`src/hw/isaPkg.sv`:
```
`default_nettype none

package isaPkg;

	// one full 9-bit instruction word
	typedef logic [8:0] instrT;

	// opcode field of R/SR and I formats, instr[7:5]
	typedef logic [2:0] opcodeT;

	// S-type table index, instr[7:1]
	typedef logic [6:0] sCodeT;

	// format select bits
	localparam int iTypeBit = 8;
	localparam int sTypeBit = 0;

	// R/SR-type opcodes
	localparam opcodeT opAdd   = 3'd0;
	localparam opcodeT opSub   = 3'd1;
	localparam opcodeT opXor   = 3'd2;
	localparam opcodeT opLoad  = 3'd3;
	localparam opcodeT opStore = 3'd4;
	localparam opcodeT opSll   = 3'd5;
	localparam opcodeT opSrl   = 3'd6;

	// I-type opcodes, anything else decodes as addi
	localparam opcodeT opAddi = 3'd0;
	localparam opcodeT opLi   = 3'd1;
	localparam opcodeT opLov  = 3'd2;
	localparam opcodeT opAndi = 3'd5;

	// S-type code that stops the machine
	localparam sCodeT sHalt = 7'd60;

endpackage

`default_nettype wire

```
`src/hw/ctrlPkg.sv`:
```
`default_nettype none

package ctrlPkg;

	typedef enum logic [2:0] {
		kAdd = 3'd0,
		kSub,
		kXor,
		kAnd,
		kSll,
		kSrl
	} aluOpT;

	typedef logic [2:0] srcASelT;
	typedef logic [3:0] srcBSelT;
	typedef logic [3:0] memAddrSelT;
	typedef logic [3:0] memInSelT;

	// ALU operand A sources
	localparam srcASelT srcARs   = 3'd0;
	localparam srcASelT srcAAcc  = 3'd1;
	localparam srcASelT srcAZero = 3'd2;

	// ALU operand B sources, mostly fixed constants of the program
	localparam srcBSelT srcBRt          = 4'd0;
	localparam srcBSelT srcBShamt       = 4'd1;
	localparam srcBSelT srcBImm         = 4'd2;
	localparam srcBSelT srcBZero        = 4'd3;
	localparam srcBSelT srcBNine        = 4'd4;
	localparam srcBSelT srcBSpace       = 4'd5;
	localparam srcBSelT srcBEight       = 4'd6;
	localparam srcBSelT srcBFiftyFour   = 4'd7;
	localparam srcBSelT srcBByteMask    = 4'd8;
	localparam srcBSelT srcBOne         = 4'd9;
	localparam srcBSelT srcBFortyOne    = 4'd11;
	localparam srcBSelT srcBPatternBase = 4'd12;

	// memory address sources, key bytes sit at 6 through 13
	localparam memAddrSelT memAddrRs       = 4'd0;
	localparam memAddrSelT memAddrPattern  = 4'd1;
	localparam memAddrSelT memAddrSeed     = 4'd2;
	localparam memAddrSelT memAddrSpace    = 4'd5;
	localparam memAddrSelT memAddrKeyBase  = 4'd6;
	localparam memAddrSelT memAddrFortyOne = 4'd14;

	// memory write data sources, key bytes at 4 through 11
	localparam memInSelT memInRt      = 4'd0;
	localparam memInSelT memInSpace   = 4'd1;
	localparam memInSelT memInZero    = 4'd2;
	localparam memInSelT memInKeyBase = 4'd4;

	typedef struct packed {
		logic       writeReg;
		srcASelT    srcASel;
		srcBSelT    srcBSel;
		logic       regIn;
		memAddrSelT memAddrSel;
		memInSelT   memInSel;
		logic       memRead;
		logic       memWrite;
		aluOpT      aluOp;
	} ctrlT;

	typedef struct packed {
		logic halt;
		logic beq;
		logic bne;
		logic bgt;
	} flowT;

	localparam ctrlT ctrlNop  = '0;
	localparam flowT flowNone = '0;

	// ALU result written back to the register file
	function automatic ctrlT regWrite(srcASelT srcA, srcBSelT srcB, aluOpT op);
		ctrlT c;
		c = ctrlNop;
		c.writeReg = 1'b1;
		c.srcASel = srcA;
		c.srcBSel = srcB;
		c.aluOp = op;
		return c;
	endfunction

	// memory read data written back to the register file
	function automatic ctrlT memLoad(memAddrSelT addr);
		ctrlT c;
		c = ctrlNop;
		c.writeReg = 1'b1;
		c.regIn = 1'b1;
		c.memRead = 1'b1;
		c.memAddrSel = addr;
		return c;
	endfunction

	function automatic ctrlT memStore(memAddrSelT addr, memInSelT data);
		ctrlT c;
		c = ctrlNop;
		c.memWrite = 1'b1;
		c.memAddrSel = addr;
		c.memInSel = data;
		return c;
	endfunction

endpackage

`default_nettype wire

```
`src/hw/rTypeDecoder.sv`:
```
`timescale 1ns/100ps
`default_nettype none

module rTypeDecoder
	import isaPkg::*;
	import ctrlPkg::*;
(
	input  opcodeT opcode,
	output ctrlT   ctrl
);

	always_comb begin
		ctrl = ctrlNop;
		case (opcode)
			// register-register arithmetic
			opAdd: begin
				ctrl = regWrite(srcARs, srcBRt, kAdd);
			end
			opSub: begin
				ctrl = regWrite(srcARs, srcBRt, kSub);
			end
			opXor: begin
				ctrl = regWrite(srcARs, srcBRt, kXor);
			end

			// load byte, address comes from rs
			opLoad: begin
				ctrl = memLoad(memAddrRs);
			end

			// store byte, rt data to address in rs
			opStore: begin
				ctrl = memStore(memAddrRs, memInRt);
			end

			// shift left always by one
			opSll: begin
				ctrl = regWrite(srcARs, srcBOne, kSll);
			end

			// shift right by the shamt field
			opSrl: begin
				ctrl = regWrite(srcARs, srcBShamt, kSrl);
			end

			// opcode 7 is unassigned, treated as a plain add
			default: begin
				ctrl = regWrite(srcARs, srcBRt, kAdd);
			end
		endcase
	end

endmodule

`default_nettype wire

```
`src/hw/iTypeDecoder.sv`:
```
`timescale 1ns/100ps
`default_nettype none

module iTypeDecoder
	import isaPkg::*;
	import ctrlPkg::*;
(
	input  opcodeT opcode,
	output ctrlT   ctrl
);

	always_comb begin
		ctrl = ctrlNop;
		case (opcode)
			opAddi: begin
				ctrl = regWrite(srcARs, srcBImm, kAdd);
			end

			// load immediate, zero plus imm
			opLi: begin
				ctrl = regWrite(srcAZero, srcBImm, kAdd);
			end

			// move rs through the ALU unchanged
			opLov: begin
				ctrl = regWrite(srcARs, srcBZero, kAdd);
			end

			opAndi: begin
				ctrl = regWrite(srcARs, srcBImm, kAnd);
			end

			// unassigned opcodes behave like addi
			default: begin
				ctrl = regWrite(srcARs, srcBImm, kAdd);
			end
		endcase
	end

endmodule

`default_nettype wire

```
`src/hw/sTypeDecoder.sv`:
```
`timescale 1ns/100ps
`default_nettype none

module sTypeDecoder
	import isaPkg::*;
	import ctrlPkg::*;
(
	input  sCodeT code,
	output ctrlT  ctrl,
	output flowT  flow
);

	// branch compare with no write back
	function automatic ctrlT cmpCtrl(srcASelT srcA, srcBSelT srcB);
		ctrlT c;
		c = ctrlNop;
		c.srcASel = srcA;
		c.srcBSel = srcB;
		c.aluOp = kSub;
		return c;
	endfunction

	// fixed key byte n goes to key slot n
	function automatic ctrlT keyStore(logic [2:0] idx);
		return memStore(memAddrKeyBase + memAddrSelT'(idx), memInKeyBase + memInSelT'(idx));
	endfunction

	always_comb begin
		ctrl = ctrlNop;
		flow = flowNone;
		case (code)
			// init loads of pattern and seed
			7'd0: begin
				ctrl = memLoad(memAddrPattern);
			end
			7'd1: begin
				ctrl = memLoad(memAddrSeed);
			end

			// register clear that la also uses
			7'd2, 7'd3, 7'd34, 7'd35, 7'd39: begin
				ctrl = regWrite(srcAZero, srcBZero, kAdd);
			end

			// copy the accumulator
			7'd4, 7'd38: begin
				ctrl = regWrite(srcAAcc, srcBZero, kAdd);
			end

			7'd5: begin
				ctrl = memStore(memAddrSpace, memInSpace);
			end

			// space reload also selects space as write data
			7'd6: begin
				ctrl = memLoad(memAddrSpace);
				ctrl.memInSel = memInSpace;
			end

			// remaining length as acc minus rt
			7'd7: begin
				ctrl = regWrite(srcAAcc, srcBRt, kSub);
			end

			// masks
			7'd8, 7'd25: begin
				ctrl = regWrite(srcARs, srcBRt, kAnd);
			end
			7'd9, 7'd26: begin
				ctrl = regWrite(srcARs, srcBOne, kAnd);
			end
			7'd11: begin
				ctrl = regWrite(srcARs, srcBByteMask, kAnd);
			end

			// adds and xors on rs
			7'd10, 7'd27, 7'd43: begin
				ctrl = regWrite(srcARs, srcBRt, kAdd);
			end
			7'd12, 7'd29: begin
				ctrl = regWrite(srcARs, srcBRt, kXor);
			end
			7'd13: begin
				ctrl = regWrite(srcARs, srcBSpace, kXor);
			end

			// pointer and counter increments
			7'd31, 7'd32, 7'd41, 7'd42, 7'd61: begin
				ctrl = regWrite(srcARs, srcBOne, kAdd);
			end

			// move rt
			7'd45: begin
				ctrl = regWrite(srcAZero, srcBRt, kAdd);
			end
			7'd46: begin
				ctrl = regWrite(srcARs, srcBOne, kSll);
			end
			7'd55: begin
				ctrl = regWrite(srcAZero, srcBPatternBase, kAdd);
			end

			// lbu and sb through rs
			7'd28, 7'd40, 7'd44: begin
				ctrl = memLoad(memAddrRs);
			end
			7'd30: begin
				ctrl = memStore(memAddrRs, memInRt);
			end
			7'd33, 7'd36: begin
				ctrl = memStore(memAddrRs, memInZero);
			end

			// key bytes into 55..62
			7'd47: ctrl = keyStore(3'd0);
			7'd48: ctrl = keyStore(3'd1);
			7'd49: ctrl = keyStore(3'd2);
			7'd50: ctrl = keyStore(3'd3);
			7'd51: ctrl = keyStore(3'd4);
			7'd52: ctrl = keyStore(3'd5);
			7'd53: ctrl = keyStore(3'd6);
			7'd54: ctrl = keyStore(3'd7);

			// loads the constant 41 into r0
			7'd62: begin
				ctrl = memLoad(memAddrFortyOne);
				ctrl.srcASel = srcAZero;
				ctrl.srcBSel = srcBFortyOne;
			end

			// bne
			7'd14, 7'd22, 7'd56, 7'd57, 7'd58: begin
				ctrl = cmpCtrl(srcARs, srcBRt);
				flow.bne = 1'b1;
			end
			7'd21, 7'd23: begin
				ctrl = cmpCtrl(srcARs, srcBSpace);
				flow.bne = 1'b1;
			end
			7'd37: begin
				ctrl = cmpCtrl(srcARs, srcBFiftyFour);
				flow.bne = 1'b1;
			end

			// beq with zero against zero jumps unconditionally
			7'd15: begin
				ctrl = cmpCtrl(srcARs, srcBRt);
				flow.beq = 1'b1;
			end
			7'd16, 7'd17, 7'd19, 7'd59: begin
				ctrl = cmpCtrl(srcAZero, srcBZero);
				flow.beq = 1'b1;
			end
			7'd18: begin
				ctrl = cmpCtrl(srcARs, srcBZero);
				flow.beq = 1'b1;
			end
			7'd20: begin
				ctrl = cmpCtrl(srcARs, srcBNine);
				flow.beq = 1'b1;
			end

			// bgt
			7'd24: begin
				ctrl = cmpCtrl(srcARs, srcBEight);
				flow.bgt = 1'b1;
			end

			sHalt: begin
				flow.halt = 1'b1;
			end

			// undefined codes stay nop
			default: begin
			end
		endcase
	end

endmodule

`default_nettype wire

```
`src/hw/controlDecoder.sv`:
```
`timescale 1ns/100ps
`default_nettype none

module controlDecoder
	import isaPkg::*;
	import ctrlPkg::*;
(
	input  instrT instr,
	output ctrlT  ctrl,
	output flowT  flow
);

	opcodeT opcode;
	sCodeT  sCode;
	ctrlT   rCtrl;
	ctrlT   iCtrl;
	ctrlT   sCtrl;
	flowT   sFlow;

	// R and I share the opcode field, S uses the whole middle
	assign opcode = instr[7:5];
	assign sCode = instr[7:1];

	rTypeDecoder i_rTypeDecoder (
		.opcode(opcode),
		.ctrl  (rCtrl)
	);

	iTypeDecoder i_iTypeDecoder (
		.opcode(opcode),
		.ctrl  (iCtrl)
	);

	sTypeDecoder i_sTypeDecoder (
		.code(sCode),
		.ctrl(sCtrl),
		.flow(sFlow)
	);

	// bit 8 wins over bit 0
	always_comb begin
		if (instr[iTypeBit]) begin
			ctrl = iCtrl;
			flow = flowNone;
		end else if (!instr[sTypeBit]) begin
			ctrl = rCtrl;
			flow = flowNone;
		end else begin
			ctrl = sCtrl;
			flow = sFlow;
		end
	end

endmodule

`default_nettype wire

```
`config.mk`:
```
export PLATFORM = sky130hd
export DESIGN_NAME = controlDecoder
export DESIGN_NICKNAME = d
export VERILOG_FILES = /design/src/hw/isaPkg.sv /design/src/hw/ctrlPkg.sv /design/src/hw/rTypeDecoder.sv /design/src/hw/iTypeDecoder.sv /design/src/hw/sTypeDecoder.sv /design/src/hw/controlDecoder.sv
export SDC_FILE = /design/constraint.sdc
export NUM_CORES = 1
export LEC_CHECK = 0
export ABC_AREA = 1
export BUFFER_PORTS_ARGS = -buffer_cell sky130_fd_sc_hd__buf_2
export CAP_MARGIN = 25
export CORE_MARGIN = 2
export CORE_UTILIZATION = 45
export DETAILED_ROUTE_END_ITERATION = 10
export PLACE_DENSITY = 0.7
export SYNTH_ARGS = -nofsm -noshare
export SYNTH_HDL_FRONTEND = slang
export SYNTH_HIERARCHICAL = 1
export SYNTH_SLANG_ARGS = --single-unit
```
`constraint.sdc`:
```
create_clock -name vclk -period 1.39
set_input_delay 0.139 -clock vclk [all_inputs]
set_output_delay 0.139 -clock vclk [all_outputs]
set_load 0.01 [all_outputs]
```
# Word-level counts from Yosys, hierarchy flattened
# Cells that the tools add are included.
# Widths: inputs -> output; s select.
dict set report totals {
  input_bits 9
  out_inout_bits 26
  elab_cells 94
  ff_bits 0
}
dict set report op_classes {
  n_reduce_logical 15
  n_eq_ne 68
  mux 11
}
# op count
set ops {}
lappend ops {{$pmux 22 s36} 1}
lappend ops {{$eq 7x6->1 const B} 31}
lappend ops {{$pmux 22 s6} 1}
lappend ops {{$eq 7x5->1 const B} 16}
lappend ops {{$pmux 20 s3} 1}
lappend ops {{$eq 7x4->1 const B} 8}
lappend ops {{$mux 22} 2}
lappend ops {{$eq 7x3->1 const B} 4}
lappend ops {{$eq 7x2->1 const B} 2}
lappend ops {{$reduce_or 2->1} 6}
lappend ops {{$reduce_or 5->1} 2}
lappend ops {{$eq 3x3->1 const B} 3}
lappend ops {{$mux 4} 2}
lappend ops {{$reduce_or 8->1} 1}
lappend ops {{$eq 7x1->1 const B} 1}
lappend ops {{$logic_not 7->1} 1}
lappend ops {{$reduce_or 7->1} 1}
lappend ops {{$eq 3x2->1 const B} 2}
lappend ops {{$reduce_or 3->1} 2}
lappend ops {{$reduce_or 6->1} 1}
lappend ops {{$mux 1} 4}
lappend ops {{$reduce_or 4->1} 1}
lappend ops {{$eq 3x1->1 const B} 1}

# Longest topological paths before layout
dict set report depth {
  depth_word 5
  depth_mapped 13
  depth_no_buf 13
}

# Hierarchy
# Netlist, hierarchy kept.
# module instances area_per_inst_um2 seq_area_each_um2 cells_per_inst
set modules_own_cells {}
lappend modules_own_cells {sTypeDecoder 1 750.7 0.0 174}
lappend modules_own_cells {controlDecoder 1 730.7 0.0 174}
lappend modules_own_cells {rTypeDecoder 1 178.9 0.0 30}
lappend modules_own_cells {iTypeDecoder 1 176.4 0.0 28}

# Worst setup path after synthesis
# OpenSTA, ideal clock, no wires.
dict set report synth_path {
  path_type {input -> output}
  startpoint {in instr[7]}
  endpoint {out ctrl[0] in the netlist's numbering}
  arrival_time_ns 1.246
  setup_slack_ns 0.005
  n_path_buf 0
  cell_stages 12
  required_time_ns 1.251
  cell_sequence {inv_1 nand2_1 nor2_1 nand2_1 and2_1 nand2_1 nor2_1 nand4_1 inv_1 nand2_1 nand3_1 nand2_1}
}
# item line
set synth_lines {}
lappend synth_lines {{from (decl)} controlDecoder.sv:8} ;# input instrT instr,
lappend synth_lines {{to (decl)} controlDecoder.sv:9} ;# output ctrlT ctrl,

==> results.sh <==
export IMPL_status="finished, violations left"
export IMPL_violations="negative setup slack"
export IMPL_rows=23
export IMPL_first_global_vias=2197
export IMPL_ys_types=24
export IMPL_setup_violations=22
export IMPL_hp_start="instr[0]"
export IMPL_place_hpwl_mm=4.316
export IMPL_max_freq_ghz=0.6062
export IMPL_drtIter0Drc=156
export IMPL_drv_cap=0
export IMPL_nets=493
export IMPL_coreArea_mm2=0.003971
export IMPL_die_area_mm2=0.004609
export IMPL_p_comb_frac=1.000
export IMPL_areaGrowthSynthToFinish_pct=55.86
export IMPL_dpl_instance_area_mm2=0.002227
export IMPL_critPathKind="in2out"
export IMPL_die_h_um=67.89
export IMPL_finalHoldViolCount=0
export IMPL_rsz0062_at_grt="yes"
export IMPL_finalWorstSetupSlack_ps=-259.7
export IMPL_synth_area_top_cells="nand2_1 32%, buf_4 16%, inv_1 13%"
export IMPL_synth_compound_area_frac=0.04564
export IMPL_p_sw_uw=408.2
export IMPL_p_total_uw=700.0
export IMPL_synth_area_mux_share=0
export IMPL_critPathMaxFanout=4
export IMPL_drv_slew=0
export IMPL_num_antenna_cells=0
export IMPL_fin_area_mm2=0.002863
export IMPL_synth_cells=406
export IMPL_powerDensity_mw_per_mm2=244.5
export IMPL_clock_power_share=0
export IMPL_io_pin_count=35
export IMPL_ir_worst_vdd_v=0.0001812
export IMPL_grtUsageTotal=0.2685
export IMPL_cp_arrival_ps=1510
export IMPL_finalCritPeriodShare=1.187
export IMPL_seq_area_um2=0
export IMPL_yosys_area_share_adder=0
export IMPL_yosysSeqAreaShare=0
export IMPL_hp_class="in2out"
export IMPL_synth_simple_area_share=0.6022
export IMPL_vias=2565
export IMPL_routed_wirelength_mm=6.438
export IMPL_yosys_area_top_type="nand2_1"
export IMPL_place_gp_congestion=0.9652
export IMPL_nFillCells=330
export IMPL_ant_nets=0
export IMPL_wl_per_cell_um=12.10
export IMPL_grt_max_degree=27
export IMPL_synth_top_family_by_area="simple AND/OR/NAND/NOR gates"
export IMPL_grt_pass1_wl_mm=9.749
export IMPL_hold_path_depth=5
export IMPL_avgSynthCellArea_um2=4.524
export IMPL_clockBufferCount=0
export IMPL_holdWs_ps=771.1
export IMPL_p_leak_uw=0.001661
export IMPL_switching_share=0.5832
export IMPL_power_frac_seq=0
export IMPL_seq_cells=0
export IMPL_route_detailed_drc=0
export IMPL_viasPerCell=4.821
export IMPL_cell_internal_pwr_uw=291.7
export IMPL_firstDrtPassIters=4
export IMPL_min_to="ctrl[9]"
export IMPL_synthXorXnorAreaFrac=0
export IMPL_tns_ps=-2985
export IMPL_port_buffers=35
export IMPL_grt_overflow_total=0
export IMPL_die_w_um=67.89
export IMPL_finalCriticalPeriod_ps=1650
export IMPL_antenna_found_initial=0
export IMPL_synth_top_cells_by_count="158 x nand2_1, 65 x inv_1, 53 x nor2_1"
export IMPL_startpoint_type="input port"
export IMPL_yosys_warnings=6
export IMPL_synth_area_mm2=0.001837
export IMPL_drive_gt1_frac=0.3942
export IMPL_start_util=0.4625
export IMPL_final_util=0.7209
export IMPL_synth_most_common_cell="nand2_1"
export IMPL_cp_required_ps=1250
export IMPL_endpoint_kind="output pin"
export IMPL_synth_top_area_share=0.3229
stage by stage:
stage / cells / setup slack (ps)
after floorplan: 434 / 4.727
after global placement: 525 / -371.1
after detailed placement: 525 / -350.8
after CTS: 530 / -153.8
after global routing: 532 / -349.3
final: 532 / -259.7
logic make-up (layout without fill, tap and decap cells):
group                  count (synthesis)  count (layout)
buffers and inverters                119             167
other                                  4              32
and+or+nand+nor                      269             269
AOI/OAI and AO/OA                     14              14
metal layers:
layer,track usage,up-vias,share of wire,wire (um)
li1,-,1311,-,-
met2,0.5147,104,0.52,3340
met3,0.01151,15,0.064,410
met4,0.03000,0,0.022,139
met1,0.3396,1135,0.40,2548
met5,0,-,0,0
critical path: stages:
cell,delay [ps]
buf_6,120
buf_6,130
nor2_2,250
nand2_1,110
nand2_1,90
nand2_1,90
nand2_1,80
nor2_1,40
nand4_1,100
inv_1,50
nand2_1,50
nand3_1,60
nand2_1,80
buf_2,120
worst max-delay path by stage:
stage / endpoint / from / cells after the start
finish: ctrl[21] / instr[5] / 14
global route: ctrl[3] / instr[3] / 12
CTS: ctrl[0] / instr[6] / 14
detailed placement: ctrl[0] / instr[6] / 15
global placement: ctrl[0] / instr[6] / 15
floorplan: ctrl[0] / instr[7] / 12
cell usage in the layout (no fill, tap or decap), types with 12 or more instances in the layout:
master   instances
nand2_4         12
inv_2           12
nand2_2         17
buf_4           49
nand2_1        129
conb_1          32
buf_2           27
nand3_1         33
nor2_4          15
nor2_1          27
inv_1           55
nor2_2          14
power groups by stage:
| stage | registers (uW) | logic [uW] | clock network [uW] |
|---|---|---|---|
| 2_1_floorplan | 0 | 386 | 0 |
| 3_3_place_gp | 0 | 508 | 0 |
| 3_5_place_dp | 0 | 510 | 0 |
| 4_1_cts | 0 | 627 | 0 |
| 5_1_grt | 0 | 771 | 0 |
| 6_report | 0 | 700 | 0 |
cell type report:
| class | count | area (um^2) | share of cell area |
|---|---|---|---|
| inverters | 73 | 301.5 | 0.1053 |
| multi-input cells | 315 | 1737 | 0.6066 |
| repair buffers | 94 | 762.0 | 0.2662 |
| well taps | 50 | 62.56 | 0.02185 |
what timing repair did:
item                                    CTS  global route
buffers inserted                         11             2
endpoints found under the setup margin   24            25
hold endpoints to repair                  0             0
hold buffers                              0             0
pin swaps                                34            27
gates resized for setup                 122            47
No activity file was read; power rests on OpenSTA's default activity.
